### src/design/dotp_pkg.sv
`default_nettype none

package dotp_pkg;

  typedef logic [63:0] word_t;
  typedef logic [31:0] addr_t;
  typedef logic [2:0]  csr_addr_t;
  typedef logic [2:0]  lane_idx_t;
  typedef logic [3:0]  len_t;
  typedef logic [2:0]  credit_t;

  localparam int unsigned NUM_LANES   = 8;
  localparam int unsigned WORD_BYTES  = 8;
  localparam int unsigned MEM_CREDITS = 4;

  // register indices on the register port
  localparam csr_addr_t CSR_A_PTR   = 3'd0;
  localparam csr_addr_t CSR_B_PTR   = 3'd1;
  localparam csr_addr_t CSR_LEN     = 3'd2;
  localparam csr_addr_t CSR_START   = 3'd3;
  localparam csr_addr_t CSR_STATUS  = 3'd4;
  localparam csr_addr_t CSR_RES_PTR = 3'd5;

  typedef enum logic [2:0] {
    IDLE,
    FETCH,
    DRAIN,
    REDUCE,
    STORE,
    WAIT_ACK
  } ctrl_state_e;

endpackage

`default_nettype wire

### src/design/dotp_operand_buf.sv
`timescale 1ns/1ps
`default_nettype none

module dotp_operand_buf (
  input  wire                        clk_i,
  input  wire                        reset_i,
  input  wire                        clear_i,
  input  wire                        wr_i,
  input  wire                        wr_sel_b_i,
  input  wire dotp_pkg::lane_idx_t   wr_lane_i,
  input  wire dotp_pkg::word_t       wr_data_i,
  output dotp_pkg::word_t            a_lanes_o [dotp_pkg::NUM_LANES],
  output dotp_pkg::word_t            b_lanes_o [dotp_pkg::NUM_LANES]
);

  dotp_pkg::word_t a_q [dotp_pkg::NUM_LANES];
  dotp_pkg::word_t b_q [dotp_pkg::NUM_LANES];

  // lanes past the job length stay zero
  always_ff @(posedge clk_i) begin
    if (reset_i || clear_i) begin
      a_q <= '{default: '0};
      b_q <= '{default: '0};
    end else if (wr_i) begin
      if (wr_sel_b_i) begin
        b_q[wr_lane_i] <= wr_data_i;
      end else begin
        a_q[wr_lane_i] <= wr_data_i;
      end
    end
  end

  assign a_lanes_o = a_q;
  assign b_lanes_o = b_q;

endmodule

`default_nettype wire

### config.mk
export PLATFORM = sky130hd
export DESIGN_NAME = dotp_operand_buf
export DESIGN_NICKNAME = d
export VERILOG_FILES = /design/src/design/dotp_pkg.sv /design/src/design/dotp_operand_buf.sv
export SDC_FILE = /design/constraint.sdc
export NUM_CORES = 2
export LEC_CHECK = 0
export BUFFER_PORTS_ARGS = -buffer_cell sky130_fd_sc_hd__buf_2
export CELL_PAD_IN_SITES_DETAIL_PLACEMENT = 0
export CELL_PAD_IN_SITES_GLOBAL_PLACEMENT = 1
export CORE_AREA = 2 2 427 429
export DETAILED_ROUTE_END_ITERATION = 16
export DIE_AREA = 0 0 429 431
export GPL_ROUTABILITY_DRIVEN = 0
export PLACE_DENSITY_LB_ADDON = 0.1
export SETUP_SLACK_MARGIN = 0.4
export SLEW_MARGIN = 10
export SYNTH_ARGS = -nofsm -noshare
export SYNTH_HDL_FRONTEND = slang
export SYNTH_SLANG_ARGS = --single-unit
### constraint.sdc
create_clock -name clk_i -period 2 [get_ports clk_i]
set_clock_uncertainty 0.1 [all_clocks]
set_input_delay 0.4 -clock clk_i [delete_from_list [all_inputs] [get_ports clk_i]]
set_output_delay 0.4 -clock clk_i [all_outputs]
set_load 0.05 [all_outputs]
==> Word-level counts from Yosys, hierarchy flattened <==
Cells that the tools add are included.
{ "word_totals": {"ramBits": 0, "word_cells": 28, "mem_bits_ro": 0, "ff_bits": 1024, "mem_count": 0, "latch_bits": 0} }
{ "classes": {"n_addsub": 0, "mul": 0, "n_eq_ne": 0, "shift": 0, "n_mux": 4, "reduce_logical": 4, "div_mod_pow": 0, "order_cmp": 2, "bitwise_logic": 2} }
{ "ops": {"columns": ["operator", "n"], "rows": [
  ["$bwmux 512", 2],
  ["$demux 64 s3", 1],
  ["$mux 64", 1],
  ["$ge 4x4->1 const B", 1],
  ["$lt 4x1->1 const B", 1],
  ["$not 3->4", 1],
  ["$reduce_and 2->1", 2],
  ["$logic_and 1x1->1", 1],
  ["$logic_or 1x1->1", 1],
  ["$not 1->1", 1]
]} }

==> Depth between registers and ports, before layout <==
{ "depth": {"depth_word": 6, "mapped_depth": 6} }

==> Worst setup path before layout <==
OpenSTA, ideal clock, no wires.
{ "synth_timing": {"kind": "input -> register", "startpoint": "in wr_lane_i[1]", "endpoint": "reg b_q, in the netlist b_lanes_o[369]", "arrival_time_ns": 1.508, "path_slack_ns": 0.259, "stages": 6, "required_ns": 1.768, "cell_sequence": "buf_4 > inv_2 > or4_4 > buf_6 > buf_12 > mux2i_1"} }
{ "synth_via": {"elab_chain_cells": 6, "word_cells_on_any_way": 7} }
{ "synth_rtl": {"columns": ["item", "line", "text"], "rows": [
  ["start: declaration", "dotp_operand_buf.sv:10", "input wire dotp_pkg::lane_idx_t wr_lane_i,"],
  ["$not 3->4 (not written as such) (*)", "dotp_operand_buf.sv:26", "b_q[wr_lane_i] <= wr_data_i;"],
  ["$ge 4x4->1 (not written as such) or $lt 4x1->1 (tied branches)", "dotp_operand_buf.sv:26", null],
  ["$logic_and 1x1->1 (not written as such)", "dotp_operand_buf.sv:26", null],
  ["$mux 64 (not written as such)", "dotp_operand_buf.sv:26", null],
  ["$demux 64 s3 (*)", "dotp_operand_buf.sv:26", null],
  ["$bwmux 512 (*)", "dotp_operand_buf.sv:26", null],
  ["end signal: indexed assignment", "dotp_operand_buf.sv:26", null],
  ["end: declaration", "dotp_operand_buf.sv:17", "dotp_pkg::word_t b_q [dotp_pkg::NUM_LANES];"]
]} }
Mark *: on every way between the ends. The rest lies on a longest branch, timed or not.
A chain may end at the register's enable or synchronous reset.

==> Final worst setup path <==
{ "layout_timing": {"startpoint": "reg a_q, in the netlist a_lanes_o[402]", "endpoint": "out a_lanes_o[402] (netlist name)"} }
{ "layout_lines": {"columns": ["item", "line", "text"], "rows": [
  ["start: declaration", "dotp_operand_buf.sv:16", "dotp_pkg::word_t a_q [dotp_pkg::NUM_LANES];"],
  ["start signal: indexed assignment", "dotp_operand_buf.sv:28", "a_q[wr_lane_i] <= wr_data_i;"],
  ["end: declaration", "dotp_operand_buf.sv:12", "output dotp_pkg::word_t a_lanes_o [dotp_pkg::NUM_LANES],"]
]} }
No word-level cell between the ends.

==> flow_summary.toml <==
[drt]
ant_nets = 0
drt-initial-drc-count = 1292
drc_errors = 0
drt_wl_total_um = 189000
via_count = 30100
firstDrtPassIters = 5
vias_per_cell = 4.11
wire_per_inst_um = 25.8

[floorplan]
initial_core_util = 0.202
num_io_pins = 1096
die_x_um = 429
core-area_mm2 = 0.180
std_cell_rows = 156
die_h_um = 431
die_area_mm2 = 0.185

[grt]
global_route.usage.total = 0.196
grt_overflow = 0
antenna_found_initial = 22
grt_pass1_wl_um = 253000
grt_pass1_vias = 29200
grt_max_degree = 63

[sta]
fin_crit_sh = 0.911
rsz0062_at_grt = "true"
fin_tns_setup_ns = 0
drv_slew = 0
worst_pin_slew_ns = 0.482
fmax_mhz = 549
report.final.hold_viol_count = 0
setup_viol = 0
max_slew_margin = 0.679
period_needed_ns = 1.82
layout_setup_ws_ns = 0.179

[run_status]
status = "completed"

[cts]
clock-root-buffer = "clkbuf_16"
cts_tree = "built"
clk_path_buf_depth = 3
clock_latency_ns = 0.78
cts.clk_slew.worst_paths_ns = 0.06
cts_sinks = 1024
htree_levels = 4
cts_buffers = 133

[logic_synthesis]
synth_cells = 3458
ys_types = 21
syn_area_mm2 = 0.0364
avgSynthCellArea_um2 = 10.5
ys_seq_elements = 1024
synth_fp_nets = 3530
yosys_warnings = 0
synth_seq_area_share = 0.563

[setup_path]
cp_top_family = "flip-flops"
cp_max_fo = 2
crit_end = "a_lanes_o[402]"
reg2reg_to = "a_lanes_o[127]$_SDFFE_PP0P_"
r2r_setup_slack_ns = 1.15
worstPathRequired_ns = 1.50
critPathKind = "reg -> out"
crit_cells = 1
start_kind = "flip-flop"
cpPeakStageDelay_ns = 0.39
worst_path_max_delay_cell = "dfxtp_4"
arrival_ns = 1.32
critPathBufInv = 1
startpoint = "a_lanes_o[402]$_SDFFE_PP0P_"
timing.rr.start = "a_lanes_o[127]$_SDFFE_PP0P_"
r2r_cells = 3
crit_path_end_kind = "output port"
crit_chain = "buf_12"

[pwr]
leakage_nw = 31.5
power_density_mw_per_mm2 = 723
ir_drop_mv = 0.701

[min_path]
hold_class = "in -> reg"

[place]
portBuffers = 1095
dp_slack_ns = 0.0360
dpl.hpwl_um = 135000

[layout]
final_util = 0.360
drive_above_1_share = 0.551
area_growth_pct = 77.8
finalNetCount = 4920

[job]
drv_cap = 0
==> power by group <==
group / internal, mW / total (mW) / switching (mW) / leakage [nW]
sequential: 20.5 / 20.6 / 0.0891 / 8.78
clock: 13.6 / 23.4 / 9.79 / 2.04
combinational: 1.05 / 2.86 / 1.81 / 20.7
==> tightest hold or removal path, stage by stage <==
cell     delay [ns]
buf_2          0.08
nand2_1        0.04
buf_4          0.23
mux2i_1        0.17
==> what timing repair did <==
item / CTS / global route
hold endpoints to repair: 823 / 0
hold buffers: 60 / 0
endpoints found under the setup margin: 1024 / 1024
gates resized for setup: 1170 / 2999
setup buffers: 1 / 161
==> sequential cells by signal (all words and copies together), names as in the netlist <==
| name | count |
|---|---|
| a_lanes_o | 512 |
| b_lanes_o | 512 |
==> layer usage <==
layer | GRT usage | up-vias | part of all wire
li1 | - | 14200 | -
met5 | 0 | - | 0.00018
met2 | 0.346 | 824 | 0.50
met1 | 0.229 | 14800 | 0.40
met3 | 0.0516 | 250 | 0.056
met4 | 0.0652 | 6 | 0.038
==> stage by stage <==
step | total power, mW | area (um^2) | instances | hold WS, ns
detailed placement | 23.6 | 46900 | 6861 | 0.344
CTS | 47.5 | 54800 | 7158 | 0.00131
floorplan | 22.2 | 36700 | 3458 | 0.559
global route | 48.6 | 64800 | 7322 | 0.0530
finish | 46.8 | 64800 | 7324 | 0.0707
global placement | 23.6 | 46900 | 6861 | 0.340
==> cell usage in the layout, fill, tap and decap left out, types with 2 or more instances in the layout <==
master | Yosys | layout
dfxtp_4 | 0 | 22
clkbuf_16 | 0 | 136
dfxtp_2 | 0 | 1001
clkbuf_1 | 151 | 47
or4_4 | 1 | 2
clkinv_8 | 0 | 3
inv_6 | 0 | 8
buf_2 | 91 | 71
nand2_2 | 0 | 13
nand2_1 | 1091 | 1077
diode_2 | 0 | 5
buf_12 | 6 | 256
clkinv_2 | 0 | 16
or3_4 | 0 | 2
mux2i_1 | 1024 | 1024
buf_4 | 21 | 267
dlygate4sd3_1 | 0 | 60
buf_8 | 0 | 804
buf_6 | 7 | 94
bufinv_16 | 0 | 2
nor2b_1 | 3 | 3
clkbuf_8 | 0 | 21
nand3_4 | 0 | 4
nand4_1 | 5 | 5
==> worst min-delay path by stage <==
stage | endpoint | cells after the start | slack [ns] | from
2_1_floorplan | b_lanes_o[10]$_SDFFE_PP0P_ | 2 | 0.56 | wr_data_i[10]
3_5_place_dp | a_lanes_o[494]$_SDFFE_PP0P_ | 2 | 0.34 | a_lanes_o[494]$_SDFFE_PP0P_
6_report | b_lanes_o[58]$_SDFFE_PP0P_ | 4 | 0.07 | wr_data_i[58]
3_3_place_gp | a_lanes_o[476]$_SDFFE_PP0P_ | 2 | 0.34 | a_lanes_o[476]$_SDFFE_PP0P_
4_1_cts | b_lanes_o[58]$_SDFFE_PP0P_ | 4 | 0.001 | wr_data_i[58]
5_1_grt | b_lanes_o[127]$_SDFFE_PP0P_ | 4 | 0.05 | wr_data_i[63]
==> layout make-up <==
cell class / instances / area (um^2)
Fill cell: 18000 / 115000
Tap cell: 2370 / 2970
Clock buffer: 204 / 3870
Timing Repair Buffer: 1552 / 21200
Sequential cell: 1024 / 21800
Inverter: 1 / 3.75
Multi-Input combinational cell: 2136 / 14600
Clock inverter: 32 / 295
Antenna cell: 5 / 12.5
==> Yosys cell counts (all sizes together) <==
library cell  number  share of area
nand2           1091           0.11
or4                2        0.00052
and3b              1        0.00024
nor2b              3        0.00052
nor3b              1        0.00021
inv                1        0.00010
clkbuf           151          0.016
nand3b             1        0.00021
nand4              5        0.00086
or3                2        0.00034
mux2i           1024           0.28
nor2               2        0.00027
nand3              4        0.00055
dfxtp           1024           0.56
buf              146          0.024
==> cells by family (layout without fill, tap and decap cells) <==
kind of cell,count (synthesis),after routing,synth area share
DFF,1024,1024,0.563
and+or+nand+nor,1112,1112,0.116
buffers and inverters,298,1789,0.0401
other,0,5,0
muxes,1024,1024,0.281
Note: power is estimated with default switching activity, not from simulation.
