<file path="src/design/dotp_pkg.sv">
`default_nettype none

package dotp_pkg;

  typedef logic [63:0] word_t;
  typedef logic [31:0] addr_t;
  typedef logic [2:0]  csr_addr_t;
  typedef logic [2:0]  lane_idx_t;
  typedef logic [3:0]  len_t;
  typedef logic [2:0]  credit_t;

  localparam int unsigned NUM_LANES   = 8;
  localparam int unsigned WORD_BYTES  = 8;
  localparam int unsigned MEM_CREDITS = 4;

  // register indices on the register port
  localparam csr_addr_t CSR_A_PTR   = 3'd0;
  localparam csr_addr_t CSR_B_PTR   = 3'd1;
  localparam csr_addr_t CSR_LEN     = 3'd2;
  localparam csr_addr_t CSR_START   = 3'd3;
  localparam csr_addr_t CSR_STATUS  = 3'd4;
  localparam csr_addr_t CSR_RES_PTR = 3'd5;

  typedef enum logic [2:0] {
    IDLE,
    FETCH,
    DRAIN,
    REDUCE,
    STORE,
    WAIT_ACK
  } ctrl_state_e;

endpackage

`default_nettype wire

</file>
<file path="src/design/dotp_csr_file.sv">
`timescale 1ns/1ps
`default_nettype none

module dotp_csr_file (
  input  wire                        clk_i,
  input  wire                        reset_i,
  input  wire                        csr_cmd_v_i,
  input  wire                        csr_cmd_we_i,
  input  wire dotp_pkg::csr_addr_t   csr_cmd_addr_i,
  input  wire dotp_pkg::word_t       csr_cmd_data_i,
  input  wire                        busy_i,
  output logic                       csr_resp_v_o,
  output dotp_pkg::word_t            csr_resp_data_o,
  output logic                       start_o,
  output dotp_pkg::addr_t            a_ptr_o,
  output dotp_pkg::addr_t            b_ptr_o,
  output dotp_pkg::word_t            len_o,
  output dotp_pkg::addr_t            res_ptr_o
);

  dotp_pkg::addr_t a_ptr_q;
  dotp_pkg::addr_t b_ptr_q;
  dotp_pkg::addr_t res_ptr_q;
  dotp_pkg::word_t len_q;
  dotp_pkg::word_t start_q;
  dotp_pkg::word_t rd_data;
  logic            idle;
  logic            wr_en;

  // a start already in flight counts as busy
  assign idle  = ~(busy_i | start_o);
  assign wr_en = csr_cmd_v_i & csr_cmd_we_i;

  always_comb begin
    case (csr_cmd_addr_i)
      dotp_pkg::CSR_A_PTR:   rd_data = dotp_pkg::word_t'(a_ptr_q);
      dotp_pkg::CSR_B_PTR:   rd_data = dotp_pkg::word_t'(b_ptr_q);
      dotp_pkg::CSR_LEN:     rd_data = len_q;
      dotp_pkg::CSR_START:   rd_data = start_q;
      dotp_pkg::CSR_STATUS:  rd_data = {63'b0, idle};
      dotp_pkg::CSR_RES_PTR: rd_data = dotp_pkg::word_t'(res_ptr_q);
      default:               rd_data = '0;
    endcase
  end

  always_ff @(posedge clk_i) begin
    if (reset_i) begin
      a_ptr_q      <= '0;
      b_ptr_q      <= '0;
      res_ptr_q    <= '0;
      len_q        <= '0;
      start_q      <= '0;
      start_o      <= 1'b0;
      csr_resp_v_o <= 1'b0;
    end else begin
      csr_resp_v_o <= csr_cmd_v_i;
      start_o      <= 1'b0;
      if (wr_en) begin
        case (csr_cmd_addr_i)
          dotp_pkg::CSR_A_PTR:   a_ptr_q   <= dotp_pkg::addr_t'(csr_cmd_data_i);
          dotp_pkg::CSR_B_PTR:   b_ptr_q   <= dotp_pkg::addr_t'(csr_cmd_data_i);
          dotp_pkg::CSR_LEN:     len_q     <= csr_cmd_data_i;
          dotp_pkg::CSR_RES_PTR: res_ptr_q <= dotp_pkg::addr_t'(csr_cmd_data_i);
          dotp_pkg::CSR_START: begin
            start_q <= csr_cmd_data_i;
            start_o <= (csr_cmd_data_i != '0) & idle;
          end
          default: ;
        endcase
      end
    end
  end

  // read data is sampled with the command, old values on a write
  always_ff @(posedge clk_i) begin
    if (csr_cmd_v_i) begin
      csr_resp_data_o <= rd_data;
    end
  end

  assign a_ptr_o   = a_ptr_q;
  assign b_ptr_o   = b_ptr_q;
  assign len_o     = len_q;
  assign res_ptr_o = res_ptr_q;

endmodule

`default_nettype wire

</file>
<file path="config.mk">
export PLATFORM = sky130hd
export DESIGN_NAME = dotp_csr_file
export DESIGN_NICKNAME = d
export VERILOG_FILES = /design/src/design/dotp_pkg.sv /design/src/design/dotp_csr_file.sv
export SDC_FILE = /design/constraint.sdc
export NUM_CORES = 1
export LEC_CHECK = 0
export ABC_AREA = 0
export ABC_CLOCK_PERIOD_IN_PS = 2110
export BUFFER_PORTS_ARGS = -buffer_cell sky130_fd_sc_hd__clkbuf_2
export CAP_MARGIN = 20
export CORE_MARGIN = 2
export CORE_UTILIZATION = 57
export DETAILED_ROUTE_END_ITERATION = 10
export PLACE_DENSITY = 0.94
export SLEW_MARGIN = 20
export SYNTH_ARGS = -nofsm -noshare
export SYNTH_HDL_FRONTEND = slang
export SYNTH_SLANG_ARGS = --single-unit
</file>
<file path="constraint.sdc">
create_clock -name clk_i -period 2.11 [get_ports clk_i]
set_input_delay 0.1055 -clock clk_i [delete_from_list [all_inputs] [get_ports clk_i]]
set_output_delay 0.1055 -clock clk_i [all_outputs]
set_load 0.02 [all_outputs]
</file>
Yosys cells after proc, flatten, opt, wreduce, memory -nomap -nowiden
Index checks and enable logic that the tools add are counted.
{ "op_classes": {"n_eq_ne": 5, "n_mux": 1, "bitwise": 6, "n_reduce_logical": 8} }
{ "ops": {"columns": ["cell", "n"], "rows": [
  ["64-bit one-hot mux with 6 select lines", 1],
  ["64-bit nonzero test", 1],
  ["2-bit AND reduction", 5],
  ["3-bit by 2-bit equality test with 1-bit output (second input constant)", 2],
  ["3-bit equality test (second input constant)", 2],
  ["3-bit by 1-bit equality test with 1-bit output (second input constant)", 1],
  ["3-bit zero test", 1],
  ["1-bit inverter", 3],
  ["3-bit OR reduction", 1],
  ["1-bit bitwise AND", 2],
  ["1-bit bitwise OR", 1]
]} }
{ "word_totals": {"ff_bits": 290, "input_bits": 72, "out_inout_bits": 226, "wordCells": 28} }

Longest topological paths before layout
{ "depth": {"depth_word": 3, "mapped_depth": 8, "ltp_nobuf": 4} }

Least setup slack after synthesis
OpenSTA, ideal clock, no wires.
{ "synth_path": {"path_kind": "register -> register", "startpoint": "reg start_o", "endpoint": "reg csr_resp_data_o[0] (data pin)", "setup_time_ns": 0.260, "arrival_ns": 1.183, "required_time_ns": 1.850, "path_slack_ns": 0.667, "path_stages_with_launch": 4, "path_buffers": 0, "synth_period_minus_slack_ns": 1.443, "path_cell_list": "dfxtp_1 nor2_1 mux4_2 mux2_2"} }
{ "synth_via": {"elab_chain_len": 3} }
{ "synth_lines": {"columns": ["item", "line_no", "rtl"], "rows": [
  ["start, declared", "dotp_csr_file.sv:14", "output logic start_o,"],
  ["start signal, assigned", "dotp_csr_file.sv:66", "start_o <= (csr_cmd_data_i != '0) & idle;"],
  ["1-bit bitwise OR", "dotp_csr_file.sv:31", "assign idle = ~(busy_i | start_o);"],
  ["1-bit inverter", "dotp_csr_file.sv:31", null],
  ["64-bit one-hot mux with 6 select lines", "dotp_csr_file.sv:35", "case (csr_cmd_addr_i)"],
  ["via rd_data[0]", "dotp_csr_file.sv:26", "dotp_pkg::word_t rd_data;"],
  ["end signal, assigned", "dotp_csr_file.sv:77", "csr_resp_data_o <= rd_data;"],
  ["end, declared", "dotp_csr_file.sv:13", "output dotp_pkg::word_t csr_resp_data_o,"]
]} }
The timed path passes the listed nets, and every way through them passes these cells.
A chain may end at the register's enable or synchronous reset.

Worst setup path after layout
{ "layout_path": {"startpoint": "in csr_cmd_data_i[14]", "endpoint": "reg start_o"} }
{ "layout_via": {"elab_chain_len": 2} }
{ "layout_lines": {"columns": ["item", "line_no", "rtl"], "rows": [
  ["start, declared", "dotp_csr_file.sv:10", "input wire dotp_pkg::word_t csr_cmd_data_i,"],
  ["64-bit nonzero test", "dotp_csr_file.sv:66", null],
  ["1-bit bitwise AND", "dotp_csr_file.sv:66", null]
]} }
No other way between the ends.

==> qor.yml <==
finish:
  fillers: 1238
  multi_input_area_um2: 4480
  nets: 1669
  drive_above_1_share_pct: 26.1
  regArea_um2: 6450
  area_growth_pct: 29.9
  antenna_cells: 0
cts:
  postCtsSetupBuffers: 0
  htree_num_levels: 1
  cts_tree: "built"
  cts_sinks: 290
  clockRootBuffer: "clkbuf_16"
  clockBufferDepth: 3
  path_clk_slew_ns: 0.07
  insertion_delay_ns: 0.55
  numCtsBuffers: 28
floorplanning:
  rows: 51
  start_util_pct: 58.3
  fp.dieH_um: 145
  die_w_um: 145
  die-area_um2: 21100
  core_area_um2: 19500
  ios: 298
synth:
  yosys-top-cells-count: "449 x nand2_1, 226 x dfxtp_1, 224 x a21oi_1"
  synth_fp_nets: 1339
  yosysTopAreaCellShare_pct: 39.8
  synthTopCellsByArea: "dfxtp_1 40%, edfxtp_1 17%, nand2_1 15%"
  synth_edf_count: 64
  synth_seq_cells: 290
  synth_cell_types: 32
  synth-seq-area-share_pct: 56.6
  synthCells: 1267
  postSynthAreaPerCell_um2: 8.98
  ys_async_sr_fraction_pct: 0
  synth_top_cell_by_area: "dfxtp_1"
  ys.warnings.count: 0
  synth-main-ff-cell: "dfxtp_1"
  synth.cell_area_um2: 11400
  yosysMostFrequentCell: "nand2_1"
status:
  outcome: "completed"
grt:
  antenna_found_initial: 0
  grt_pass1_wl_um: 61700
  grt_most_used_layer: "met2"
  grt_usage_pct: 36.6
  grt_use_met3_pct: 8.36
  grt_overflow: 0
  grt_max_degree: 90
  grt_util_met1_pct: 44.7
  grt_pass1_vias: 11500
  use_met2_pct: 57.5
sta:
  rsz0062_at_grt: "no"
  setup_tns_ns: 0
  period_share_pct: 85.9
  hold_viol: 0
  fin_skew_ns: 0.0334
  drv_slew: 0
  tightest_slew_ns: 1.10
  setup_viol: 0
  max_freq_ghz: 0.552
  relSlewSlack_pct: 26.7
  period_needed_ns: 1.81
  timing.final.ws_setup_ns: 0.299
setup_path:
  endpoint: "start_o"
  critical_path.top_delay_family: "simple AND/OR/NAND/NOR gates"
  crit_arrival_ns: 2.18
  slowest_delay_ns: 0.69
  cp-startpoint: "csr_cmd_data_i[14]"
  reg2reg_depth: 3
  cp-end-kind: "flop"
  cp_slowest_cell: "nor4_1"
  critPathRequiredTime_ns: 2.48
  worst-setup-path-type: "input pin to flop"
  critPathMaxFanout: 6
  worst-path-stages: 7
  rrSetupSlack_ns: 0.72
  path_cells: "dlygate4sd3_1, clkbuf_2, nor4_1, buf_4, nand4_1, nor4_1, nor4b_1"
  reg2reg_from: "start_o"
  path_buf_inv: 3
  startpoint_type: "input pin"
  crit_top_cell: "nor4_1"
  r2r-end: "csr_resp_data_o[0]"
hold_path:
  hp-class: "input pin to flop"
pwr:
  static-leakage-power_nw: 5.68
  powerDensity_nw_per_um2: 794
  ir_worst_vdd_mv: 0.715
placement:
  gp_congestion: 0.850
  dp_hpwl_um: 24300
  portBuffers: 297
  pre_cts_slack_ns: 0.217
route:
  routed_wl_um: 40200
  post_drt_via_cell_ratio: 6.18
  drt_iter0_drc: 1484
  ant_nets: 0
  dr.pass1.iters: 6
  route.detailed.drc: 0
  wl_per_cell_um: 21.4
  vias: 11600
flow_run:
  max_cap_viol_count: 0
==> through the flow <==
stage | power [mW] | cells | util (%) | hold slack (ns) | cell area (um2)
after global routing | 12.0 | 1883 | 75.7 | 0.101 | 14800
after detailed placement | 6.74 | 1765 | 67.6 | 0.365 | 13200
final | 11.7 | 1883 | 75.7 | 0.0708 | 14800
after global placement | 6.73 | 1765 | 67.6 | 0.359 | 13200
after CTS | 11.7 | 1882 | 75.6 | 0.0727 | 14800
after floorplan | 6.33 | 1267 | - | 0.218 | 11400
==> registers in the layout, summed over array words and instances (netlist names) <==
signal	count
a_ptr_o	32
res_ptr_o	32
b_ptr_o	32
start_q	64
start_o	1
len_o	64
csr_resp_v_o	1
csr_resp_data_o	64
==> routing by layer <==
layer  vias to the layer above  share of wire, %
met5                         -                 0
met4                         0               7.9
met3                       277                12
met2                      1050                46
met1                      5295                34
li1                       5022                 -
==> final cells by class <==
type | count | area share, %
Clock buffer | 46 | 5.82
Clock inverter | 5 | 0.339
Inverter | 11 | 0.279
Multi-Input combinational cell | 863 | 30.3
Sequential cell | 290 | 43.6
Tap cell | 265 | 2.24
Timing Repair Buffer | 403 | 17.4
==> cells in the final DEF, fill, tap and decap left out, drive strengths merged <==
master / synthesis / final
clkinv: 0 / 4
nor2b: 2 / 2
nand4: 4 / 4
nor4: 18 / 18
nor3: 1 / 1
o22ai: 20 / 20
dlygate4sd3: 0 / 66
o21ai: 11 / 11
or4: 1 / 1
buf: 44 / 42
nor4b: 1 / 1
and3: 2 / 2
nand2: 449 / 449
dfxtp: 226 / 226
a22oi: 40 / 40
bufinv: 0 / 1
and2: 1 / 1
a22o: 32 / 32
mux4: 12 / 12
nand3: 14 / 14
nor2: 4 / 4
inv: 11 / 11
clkbuf: 59 / 341
nand2b: 1 / 1
nor3b: 1 / 1
and3b: 1 / 1
mux2i: 1 / 1
or2: 1 / 1
a21oi: 224 / 224
mux2: 21 / 21
or3: 1 / 1
edfxtp: 64 / 64
==> report_power, final <==
part | total, mW | internal [mW] | switching [mW]
combinational | 0.939 | 0.317 | 0.622
sequential | 5.83 | 5.77 | 0.0630
clock | 4.97 | 2.89 | 2.08
total | 11.7 | 8.97 | 2.76
==> worst min path at each step <==
stage                       start                   to  slack (ns)  depth (start not counted)
6_report                  reset_i            len_o[42]        0.07                          2
5_1_grt         csr_cmd_addr_i[1]  csr_resp_data_o[31]        0.10                          2
4_1_cts         csr_cmd_addr_i[1]  csr_resp_data_o[31]        0.07                          2
3_5_place_dp   csr_cmd_data_i[55]          start_q[55]        0.37                          3
3_3_place_gp   csr_cmd_data_i[56]            len_o[56]        0.36                          3
2_1_floorplan         csr_cmd_v_i   csr_resp_data_o[0]        0.22                          0
==> timing repair <==
action / CTS / global route
hold endpoints to repair: 227 / 0
resized for setup: 0 / 0
hold buffers: 66 / 0
==> kinds of logic after synthesis <==
kind of cell	count (synthesis)	share of synthesized area [%]
simple gates	502	17.7
compound gates	327	16.5
flops	290	56.6
buf+inv	114	4.54
mux	34	4.54
No activity file was read; power rests on OpenSTA's default activity.
