### config.mk
export PLATFORM = sky130hd
export DESIGN_NAME = dotp_fetch_ctrl
export DESIGN_NICKNAME = d
export VERILOG_FILES = /design/src/design/dotp_pkg.sv /design/src/design/dotp_fetch_ctrl.sv
export SDC_FILE = /design/constraint.sdc
export NUM_CORES = 1
export LEC_CHECK = 0
export BUFFER_PORTS_ARGS = -buffer_cell sky130_fd_sc_hd__clkbuf_2
export CAP_MARGIN = 40
export CORE_AREA = 2 2 179 181
export CTS_CLUSTER_SIZE = 8
export DETAILED_ROUTE_END_ITERATION = 16
export DIE_AREA = 0 0 181 183
export PLACE_DENSITY = 0.42
export SYNTH_ARGS = -nofsm -noshare
export SYNTH_HDL_FRONTEND = slang
export SYNTH_SLANG_ARGS = --single-unit
export TNS_END_PERCENT = 50
### constraint.sdc
create_clock -name clk_i -period 17.4 [get_ports clk_i]
set_clock_uncertainty 0.1 [all_clocks]
set_input_delay 0 -clock clk_i [delete_from_list [all_inputs] [get_ports clk_i]]
set_output_delay 0 -clock clk_i [all_outputs]
set_load 0.03 [all_outputs]
### src/design/dotp_pkg.sv
`default_nettype none

package dotp_pkg;

  typedef logic [63:0] word_t;
  typedef logic [31:0] addr_t;
  typedef logic [2:0]  csr_addr_t;
  typedef logic [2:0]  lane_idx_t;
  typedef logic [3:0]  len_t;
  typedef logic [2:0]  credit_t;

  localparam int unsigned NUM_LANES   = 8;
  localparam int unsigned WORD_BYTES  = 8;
  localparam int unsigned MEM_CREDITS = 4;

  // register indices on the register port
  localparam csr_addr_t CSR_A_PTR   = 3'd0;
  localparam csr_addr_t CSR_B_PTR   = 3'd1;
  localparam csr_addr_t CSR_LEN     = 3'd2;
  localparam csr_addr_t CSR_START   = 3'd3;
  localparam csr_addr_t CSR_STATUS  = 3'd4;
  localparam csr_addr_t CSR_RES_PTR = 3'd5;

  typedef enum logic [2:0] {
    IDLE,
    FETCH,
    DRAIN,
    REDUCE,
    STORE,
    WAIT_ACK
  } ctrl_state_e;

endpackage

`default_nettype wire

### src/design/dotp_fetch_ctrl.sv
`timescale 1ns/1ps
`default_nettype none

module dotp_fetch_ctrl (
  input  wire                        clk_i,
  input  wire                        reset_i,
  input  wire                        start_i,
  input  wire dotp_pkg::addr_t       a_ptr_i,
  input  wire dotp_pkg::addr_t       b_ptr_i,
  input  wire dotp_pkg::word_t       len_i,
  input  wire dotp_pkg::addr_t       res_ptr_i,
  input  wire                        mem_resp_v_i,
  input  wire dotp_pkg::word_t       mem_resp_data_i,
  input  wire                        sum_v_i,
  input  wire dotp_pkg::word_t       sum_i,
  output logic                       busy_o,
  output logic                       mem_req_v_o,
  output logic                       mem_req_we_o,
  output dotp_pkg::addr_t            mem_req_addr_o,
  output dotp_pkg::word_t            mem_req_data_o,
  output logic                       buf_clear_o,
  output logic                       buf_wr_o,
  output logic                       buf_sel_b_o,
  output dotp_pkg::lane_idx_t        buf_lane_o,
  output dotp_pkg::word_t            buf_data_o,
  output logic                       tree_start_o
);

  dotp_pkg::ctrl_state_e state_q;
  dotp_pkg::len_t        len_q;
  dotp_pkg::len_t        len_sat;
  dotp_pkg::credit_t     credit_q;
  dotp_pkg::word_t       sum_q;
  dotp_pkg::addr_t       rd_base;
  logic [4:0]            issue_q;
  logic [4:0]            recv_q;
  logic [4:0]            len_ext;
  logic [4:0]            total;
  logic [4:0]            issue_off;
  logic [4:0]            recv_off;
  logic                  issue_b;
  logic                  all_issued;
  logic                  all_recv;
  logic                  have_credit;
  logic                  rd_issue;
  logic                  wr_issue;
  logic                  rd_resp;

  assign len_sat = (len_i > dotp_pkg::word_t'(dotp_pkg::NUM_LANES))
                 ? dotp_pkg::len_t'(dotp_pkg::NUM_LANES)
                 : dotp_pkg::len_t'(len_i);

  // A elements occupy k < len, B elements the rest
  assign len_ext     = {1'b0, len_q};
  assign total       = {len_q, 1'b0};
  assign issue_b     = issue_q >= len_ext;
  assign issue_off   = issue_b ? issue_q - len_ext : issue_q;
  assign buf_sel_b_o = recv_q >= len_ext;
  assign recv_off    = buf_sel_b_o ? recv_q - len_ext : recv_q;
  assign all_issued  = issue_q == total;
  assign all_recv    = recv_q == total;
  assign have_credit = credit_q != '0;

  assign rd_issue = (state_q == dotp_pkg::FETCH) & ~all_issued & have_credit;
  assign wr_issue = (state_q == dotp_pkg::STORE) & have_credit;
  assign rd_resp  = mem_resp_v_i &
                    ((state_q == dotp_pkg::FETCH) | (state_q == dotp_pkg::DRAIN));

  assign rd_base        = issue_b ? b_ptr_i : a_ptr_i;
  assign mem_req_v_o    = rd_issue | wr_issue;
  assign mem_req_we_o   = state_q == dotp_pkg::STORE;
  assign mem_req_addr_o = mem_req_we_o ? res_ptr_i
                        : rd_base + dotp_pkg::addr_t'(issue_off)
                          * dotp_pkg::addr_t'(dotp_pkg::WORD_BYTES);
  assign mem_req_data_o = sum_q;

  assign busy_o      = state_q != dotp_pkg::IDLE;
  assign buf_clear_o = (state_q == dotp_pkg::IDLE) & start_i;
  assign buf_wr_o    = rd_resp;
  assign buf_lane_o  = recv_off[2:0];
  assign buf_data_o  = mem_resp_data_i;

  // the buffer is complete once the last response has been written
  assign tree_start_o = ((state_q == dotp_pkg::FETCH) & all_issued & (len_q == '0)) |
                        ((state_q == dotp_pkg::DRAIN) & all_recv);

  always_ff @(posedge clk_i) begin
    if (reset_i) begin
      state_q  <= dotp_pkg::IDLE;
      len_q    <= '0;
      issue_q  <= '0;
      recv_q   <= '0;
      credit_q <= dotp_pkg::credit_t'(dotp_pkg::MEM_CREDITS);
    end else begin
      case ({mem_req_v_o, mem_resp_v_i})
        2'b10:   credit_q <= credit_q - dotp_pkg::credit_t'(1);
        2'b01:   credit_q <= credit_q + dotp_pkg::credit_t'(1);
        default: ;
      endcase
      if (rd_issue) begin
        issue_q <= issue_q + 5'd1;
      end
      if (rd_resp) begin
        recv_q <= recv_q + 5'd1;
      end
      case (state_q)
        dotp_pkg::IDLE: begin
          if (start_i) begin
            len_q   <= len_sat;
            issue_q <= '0;
            recv_q  <= '0;
            state_q <= dotp_pkg::FETCH;
          end
        end
        dotp_pkg::FETCH: begin
          if (all_issued) begin
            state_q <= (len_q == '0) ? dotp_pkg::REDUCE : dotp_pkg::DRAIN;
          end
        end
        dotp_pkg::DRAIN:    if (all_recv) state_q <= dotp_pkg::REDUCE;
        dotp_pkg::REDUCE:   if (sum_v_i) state_q <= dotp_pkg::STORE;
        dotp_pkg::STORE:    if (wr_issue) state_q <= dotp_pkg::WAIT_ACK;
        dotp_pkg::WAIT_ACK: if (mem_resp_v_i) state_q <= dotp_pkg::IDLE;
        default:            state_q <= dotp_pkg::IDLE;
      endcase
    end
  end

  always_ff @(posedge clk_i) begin
    if ((state_q == dotp_pkg::REDUCE) && sum_v_i) begin
      sum_q <= sum_i;
    end
  end

endmodule

`default_nettype wire

Yosys cells after proc, flatten, opt, wreduce, memory -nomap -nowiden. Index checks and enable logic that the tools add are counted.

Multiplexer cells: 20. Order comparisons: 3. Equality and inequality tests: 15. Reduce and logical (&&, ||, !) cells: 8. Add/subtract/negate cells: 7. Bitwise operators: 12.

Operator list (number): > comparator 64 x 4 -> 1 bit (second input constant) (1); two-way mux 32 bit (2); two-way mux 5 bit (7); adder 32 x 8 -> 32 bit (1); two-way mux 3 bit (7); case mux 3 bit (6 select lines) (1); adder 5 x 1 -> 5 bit (second input constant) (2); == test 5 bit (2); greater-or-equal comparator 5 x 4 -> 1 bit (2); != test 2 bit (second input constant) (5); bitwise AND 1 bit (8); == test 3 x 2 -> 1 bit (second input constant) (2); == test 3 bit (second input constant) (2); case mux 3 bit (2 select lines) (1); AND reduction 6 bit (1); nonzero test 3 bit (2); subtractor 5 x 4 -> 5 bit (1); logical NOT 4 bit (1); two-way mux 4 bit (1); adder 3 x 1 -> 3 bit (second input constant) (1); == test 3 x 1 -> 1 bit (second input constant) (1); logical NOT 3 bit (1); OR 1 bit (3); subtractor 3 x 1 -> 3 bit (second input constant) (1); other kinds (9) (9).

Logic and storage cells: 71. Output and inout port bits: 170. Input port bits: 293. Register bits: 84.

Longest topological paths before layout. Gate-level depths: netlist of run 1.

Depth in word-level cells: 7. Gate-level depth with buffers: 18. Depth with buffers taken out: 16.

Worst setup path after synthesis of run 1. No wires, ideal clock.

Path type: flip-flop to flip-flop. Start point: register state_q[2]. End point: register sum_q[0], in the netlist mem_req_data_o[0] (enable). Library setup time: 0.670 ns. Data required time: 16.630 ns. Stages on the path, launching flop included: 3. Clock period less this slack: 8.055 ns. Setup slack: 9.345 ns. Arrival: 7.286 ns. Path buffers: 1. Cell sequence: dfxtp_1 > clkbuf_1 > nor4b_1.

Cells in the longest elaborated chain, start to end: 2.

RTL lines: from (decl) (line dotp_fetch_ctrl.sv:29) `dotp_pkg::ctrl_state_e state_q;`; from (signal assigned) (line dotp_fetch_ctrl.sv:89) `state_q <= dotp_pkg::IDLE;`; from (signal assigned) (line dotp_fetch_ctrl.sv:112) `state_q <= dotp_pkg::FETCH;`; from (signal assigned) (line dotp_fetch_ctrl.sv:117) `state_q <= (len_q == '0) ? dotp_pkg::REDUCE : dotp_pkg::DRAIN;`; == test 3 x 2 -> 1 bit (line dotp_fetch_ctrl.sv:130) `if ((state_q == dotp_pkg::REDUCE) && sum_v_i) begin`; logical AND 1 bit (line dotp_fetch_ctrl.sv:130); to (signal assigned) (line dotp_fetch_ctrl.sv:131) `sum_q <= sum_i;`; to (decl) (line dotp_fetch_ctrl.sv:33) `dotp_pkg::word_t sum_q;`.

Every way passes these cells. A chain may end at the register's enable or synchronous reset.

Worst setup path in the final report of run 1.
Start point: register len_q[1]. End point: output mem_req_addr_o[13].

Cells in the longest elaborated chain, start to end: 4. Elaborated cells between the ends (all ways): 6. Those cells by class: add/sub (2); order compare (1); mux (3).

RTL lines: from (decl) (line dotp_fetch_ctrl.sv:30) `dotp_pkg::len_t len_q;`; from (signal assigned) (line dotp_fetch_ctrl.sv:109) `len_q <= len_sat;`; subtractor 5 x 4 -> 5 bit or greater-or-equal comparator 5 x 4 -> 1 bit (tied branches) (line dotp_fetch_ctrl.sv:57, dotp_fetch_ctrl.sv:56); two-way mux 5 bit or two-way mux 32 bit (tied branches) (line dotp_fetch_ctrl.sv:57, dotp_fetch_ctrl.sv:69); adder 32 x 8 -> 32 bit * (line dotp_fetch_ctrl.sv:73) `: rd_base + dotp_pkg::addr_t'(issue_off)`; two-way mux 32 bit * (line dotp_fetch_ctrl.sv:72) `assign mem_req_addr_o = mem_req_we_o ? res_ptr_i`; to (decl) (line dotp_fetch_ctrl.sv:19) `output dotp_pkg::addr_t mem_req_addr_o,`.

Mark *: on every way between the ends. The rest lies on a longest branch, timed or not.

==> flow_summary.ini, run 1 <==
[setup_path]
critPathRequiredTime_ns = 17.30
rrSetupSlack_ns = 14.28
startpoint_type = flip-flop
worst_setup_path_end_kind = output pin
cp_data_arrival_time_ns = 5.31
reg2reg_depth = 10
crit_type = flip-flop to output pin
crit_path_max_fanout = 21
r2r_start = state_q[2]
timing.rr.end = credit_q[2]

[clock_tree]
clk_latency_ns = 0.34
cts_tree = yes
cts_root_buf = clkbuf_16
ctsResizeCount = 0
clkTransAtPathRegs_ns = 0.06
post_cts_buffers = 0
h-tree-depth = 3
clockBufferDepth = 2
cts_sinks = 84
cts_buffers = 9

[global_routing]
grt_pass1_wl_um = 36000
antenna_found_initial = 1
grt_use_total_pct = 14.0
grt_max_degree = 65
grt_pass1_vias = 6070
gr-total-overflow = 0

[synth]
ys_seq_area_share_pct = 39.3
synth_commonest_cells = 68 x nand2_1, 66 x buf_4, 64 x edfxtp_1, 30 x nor2_1, 30 x o21ai_0
synth_cells = 611
synthFlopType = edfxtp_1
post_synth.cell_area_avg_um2 = 9.67
ys_top_cells_by_area = edfxtp_1 33%, buf_4 8.4%, dfxtp_1 6.8%
ys_warn_count = 0
synth_compound_area_share_pct = 14.8
syn_nets = 924
yosys.area.top_type = edfxtp_1
yosys.area_share.simple_pct = 17.8
async_flop_share_pct = 0
synthMuxAreaShare_pct = 5.88
yosysUniqueCellTypes = 64
mappedNetlistArea_um2 = 5910
synth_fa_ha_area_share_pct = 4.74
synth-xor-area-share_pct = 6.22
synth_edf_count = 64
synth-seq-cells = 84
yosysMostFrequentCell = nand2_1
synth_top_area_share_pct = 32.5
synth_top_family_by_area = simple AND/OR/NAND/NOR gates

[power_and_ir_drop]
peakVddDrop_v = 0.0000465
power.share.clock_pct = 22.1
switching_share_pct = 41.3
internal_power_mw = 0.456
combPwrFrac_pct = 45.9
total_power_mw = 0.777
p_leak_nw = 3.99
switchingPower_mw = 0.321
powerDensity_nw_per_um2 = 84.8
p_seq_share_pct = 32.0

[sta]
fmax_ghz = 0.185
relSlewSlack_pct = 41.8
rsz0062_at_grt = false
hold_viol_final = 0
finalCriticalPeriod_ns = 5.41
drv_slew = 0
fin_setup_tns_ns = 0
worst_pin_slew_ns = 0.872
layout_setup_ws_ns = 11.99
setup_viol = 0
period_share_pct = 31.1

[placed_design]
place_ws_ns = 12.32
gp_congestion = 0.832
port_buffers = 334
dp_hpwl_um = 20000
dp.cells = 1264

[routing]
routed_wl_um = 24500
drc = 0
num_vias = 6137
firstDrtPassIters = 6
initialDrtViolationCount = 197
ant_nets = 0
viasPerCell = 4.33
wl_per_cell_um = 17.3

[finish]
area_growth_syn_to_layout_pct = 55.0
drive_above_1_share_pct = 37.3
final_core_util_pct = 29.3
fin_nets = 1323
fill_cells = 3321
antenna_cells = 0
fin_cells = 1416

[job]
drv_cap = 0

[floorplanning]
io_pins = 463
die_y_um = 183
die_x_um = 181
start_util_pct = 18.9
dieArea_um2 = 33100
core-area_um2 = 31200
rows = 65

[worst_hold_path]
whs_endpoint = len_q[0]
hold_class = primary input to flip-flop
hold_depth = 6
worstHoldStart = len_i[11]

[run_status]
status = complete, no violations
## power groups by stage
stage	sequential, mW	clock, mW	combinational, mW
global route	0.251	0.189	0.386
floorplan	0.267	0	0.229
finish	0.249	0.172	0.357
detailed placement	0.253	0	0.317
global placement	0.253	0	0.317
CTS	0.249	0.181	0.363
## registers in the layout, summed over array words and instances, names as in the netlist
register / flops
credit_q: 3
issue_q: 5
len_q: 4
mem_req_data_o: 64
recv_q: 5
state_q: 3
## final cells by class
| type | count | area [µm²] | area share (%) |
|---|---|---|---|
| tap | 402 | 503 | 5.49 |
| inverter | 15 | 56.3 | 0.614 |
| multi-input combinational | 425 | 2940 | 32.1 |
| timing repair buffer | 475 | 3090 | 33.7 |
| clock inverter | 5 | 28.8 | 0.314 |
| clock buffer | 10 | 229 | 2.50 |
| sequential | 84 | 2320 | 25.3 |
## layer usage
metal	up-vias	track usage [%]	routed length, µm
li1	2996	-	-
met1	2799	16.1	9750
met4	0	3.58	365
met3	17	3.38	1910
met2	325	26.1	12500
met5	-	0	0
## layout by cell type, fill, tap and decap left out, drive strengths merged, types with 22 or more instances in the layout
cell,Yosys,final
clkbuf,10,344
nand4,22,22
xor2,26,26
o21ai,43,43
nor2,31,31
nand2,69,69
edfxtp,64,64
dlygate4sd3,0,137
nor3,22,22
mux2i,28,28
## critical path: stages, from the launching register on
cell	delay, ns
dfxtp_1	0.47
inv_1	0.17
ha_1	0.33
nor2b_4	0.14
o31a_1	0.51
nor2_2	0.78
nand2_1	0.11
nand2_1	0.09
ha_1	0.18
inv_1	0.06
fa_1	0.39
nor2b_1	0.16
o31a_1	0.19
or2_0	0.40
o21ai_2	0.24
o21a_1	0.24
o31ai_1	0.25
clkbuf_2	0.26
## kinds of logic (layout without fill, tap and decap cells)
kind of cell / count (synthesis) / after routing
flops: 84 / 84
fa+ha+maj: 20 / 20
xor+xnor: 42 / 42
buf+inv: 102 / 505
mux: 34 / 34
compound gates: 122 / 122
simple gates: 207 / 207
## how the worst max path moves through the flow
stage	start	to	slack [ns]
after floorplan	state_q[2]	mem_req_data_o[0]	9.34
after global placement	len_q[1]	mem_req_addr_o[13]	12.41
after detailed placement	len_q[1]	mem_req_addr_o[13]	12.32
after CTS	len_q[1]	mem_req_addr_o[13]	11.92
after global routing	len_q[1]	mem_req_addr_o[13]	11.63
final	len_q[1]	mem_req_addr_o[13]	11.99
## stage by stage
stage               hold slack [ns]  instance area, µm²
floorplan                  -0.00113                5910
global placement            -0.0998                7510
detailed placement          -0.0998                7530
CTS                           0.234                9160
global route                  0.265                9160
finish                        0.211                9160
## repair_timing
item                                   CTS  global route
endpoints found under the hold margin  137             0
hold buffers                           137             0
setup endpoints to repair                0             0
(Power assumes the default switching activity.)
==> inputs of run 2 (changes only) <==
- CORE_AREA: 2 2 179 181 -> 2 2 178 180
- DIE_AREA: 0 0 181 183 -> 0 0 180 182
- PLACE_DENSITY: 0.42 -> 0.43
- clock period: 17.4 -> 4.8 ns (I/O delays scaled with it)
==> flow_summary.ini, run 2 (synthesized netlist as in run 1, its figures left out) <==
[sta]
worst_pin_slew_ns = 0.840
setup_viol = 0
period_share_pct = 90.9
drv_slew = 0
fin_setup_tns_ns = 0
finalCriticalPeriod_ns = 4.36
fmax_ghz = 0.229
relSlewSlack_pct = 44.0
hold_viol_final = 0
rsz0062_at_grt = false

[finish]
final_cell_mix = 334 x clkbuf_2, 136 x dlygate4sd3_1, 68 x nand2_1
finalInstanceArea_um2 = 9270
area_growth_syn_to_layout_pct = 56.8
antenna_cells = 0
largest_register_ffs = 64
drive_above_1_share_pct = 38.1
fin_nets = 1326
layout_commonest_cell = clkbuf_2

[setup_path]
critPathRequiredTime_ns = 4.70
critical_path.top_delay_family = compound AO/OA/AOI/OAI gates
crit_path_max_incr_delay_ns = 0.60
cp_data_arrival_time_ns = 4.26
crit_type = flip-flop to output pin
path_buf_inv = 3
startpoint_type = flip-flop
startpoint = len_q[2]
crit_path_max_fanout = 21
worst_setup_path_end_kind = output pin
cp_cell_sequence = inv_1 -> ha_1 -> nand4_1 -> nand2_1 -> buf_4 -> nand2_1 -> o32ai_1 -> nor2_1 -> ha_1 -> o21ai_0 -> o21bai_1 -> a21oi_2 -> a21oi_1 -> xor2_1 -> o21ai_0 -> clkbuf_2
cp_slowest_cell = a21oi_2
r2r_start = len_q[0]

[power_and_ir_drop]
internal_power_mw = 1.79
peakVddDrop_v = 0.000160
p_seq_share_pct = 30.2
total_power_mw = 3.00
p_leak_nw = 4.05
switchingPower_mw = 1.21
power.share.clock_pct = 25.9
switching_share_pct = 40.4
powerDensity_nw_per_um2 = 323
combPwrFrac_pct = 43.9

[clock_tree]
cts_sinks = 84
post_cts_buffers = 0
cts_root_buf = clkbuf_16
cts_buffers = 9
clkTransAtPathRegs_ns = 0.07
clk_latency_ns = 0.34
clockBufferDepth = 2
cts_tree = yes
h-tree-depth = 3

[global_routing]
grt_max_degree = 66
antenna_found_initial = 0
gr-total-overflow = 0
grt_pass1_vias = 6231
grt_pass1_wl_um = 34300
grt_use_total_pct = 13.2

[floorplanning]
core-area_um2 = 31000
start_util_pct = 19.1
dieArea_um2 = 32800
die_x_um = 180
rows = 65
io_pins = 463
die_y_um = 182

[routing]
drc = 0
wl_per_cell_um = 16.0
firstDrtPassIters = 5
viasPerCell = 4.34
num_vias = 6163
initialDrtViolationCount = 181
ant_nets = 0
routed_wl_um = 22700

[placed_design]
port_buffers = 334
gp_congestion = 0.833
dp_hpwl_um = 17600
place_area_um2 = 7550

[run_status]
status = complete, no violations

[worst_hold_path]
hold_class = primary input to flip-flop
worstHoldStart = len_i[50]

[job]
drv_cap = 0
-- run 2: path summary, 6_finish.rpt --
path / end / slack (ns) / cells past startpoint
max: mem_req_addr_o[12] / 0.44 / 16
min: len_q[1] / 0.19 / 6
max reg2reg: credit_q[2] / 1.73 / 10
min reg2reg: credit_q[1] / 0.46 / 2
-- run 2: power groups by stage --
stage	Clock (mW)	Combinational (mW)	Sequential (mW)
2_1_floorplan	0	0.833	0.964
3_3_place_gp	0	1.16	0.920
3_5_place_dp	0	1.15	0.920
4_1_cts	0.811	1.32	0.904
5_1_grt	0.842	1.42	0.912
6_report	0.776	1.31	0.905
-- run 2: worst min-delay path, stage by stage --
cell	delay [ns]
clkbuf_2	0.08
nor4_1	0.04
nand4_1	0.06
or4_1	0.15
nor2_1	0.09
a22o_1	0.18
-- run 2: metrics by stage --
stage          hold WS (ns)  worst slack, ns  util [%]  cells
2_1_floorplan      -0.00113           0.0169         -    611
4_1_cts               0.184           0.0637      29.9   1419
6_report              0.190            0.438      29.9   1420
3_5_place_dp        -0.0998            0.396      24.4   1267
3_3_place_gp        -0.0998            0.443      24.4   1267
5_1_grt               0.226           0.0869      29.9   1420
-- run 2: repair_timing --
action	in CTS	in global routing
hold endpoints to repair	136	0
hold buffers	136	0
setup endpoints to repair	1	11
resized for setup	1	4
gates cloned	0	1
-- run 2: final cells by class --
cell class | count | area (µm²)
Multi-Input combinational cell | 426 | 2970
Clock inverter | 7 | 105
Clock buffer | 9 | 225
Timing Repair Buffer | 477 | 3090
Sequential cell | 84 | 2320
Tap cell | 402 | 503
Inverter | 15 | 56.3
Fill cell | 3331 | 21700
-- run 2: routing by layer --
| layer | track usage [%] | up-vias | wire length, µm | share of wire [%] |
|---|---|---|---|---|
| li1 | - | 3006 | - | - |
| met1 | 15.0 | 2803 | 9060 | 40 |
| met2 | 24.6 | 330 | 11700 | 51 |
| met3 | 2.77 | 24 | 1480 | 6.5 |
| met4 | 4.10 | 0 | 474 | 2.1 |
| met5 | 0 | - | 0 | 0 |
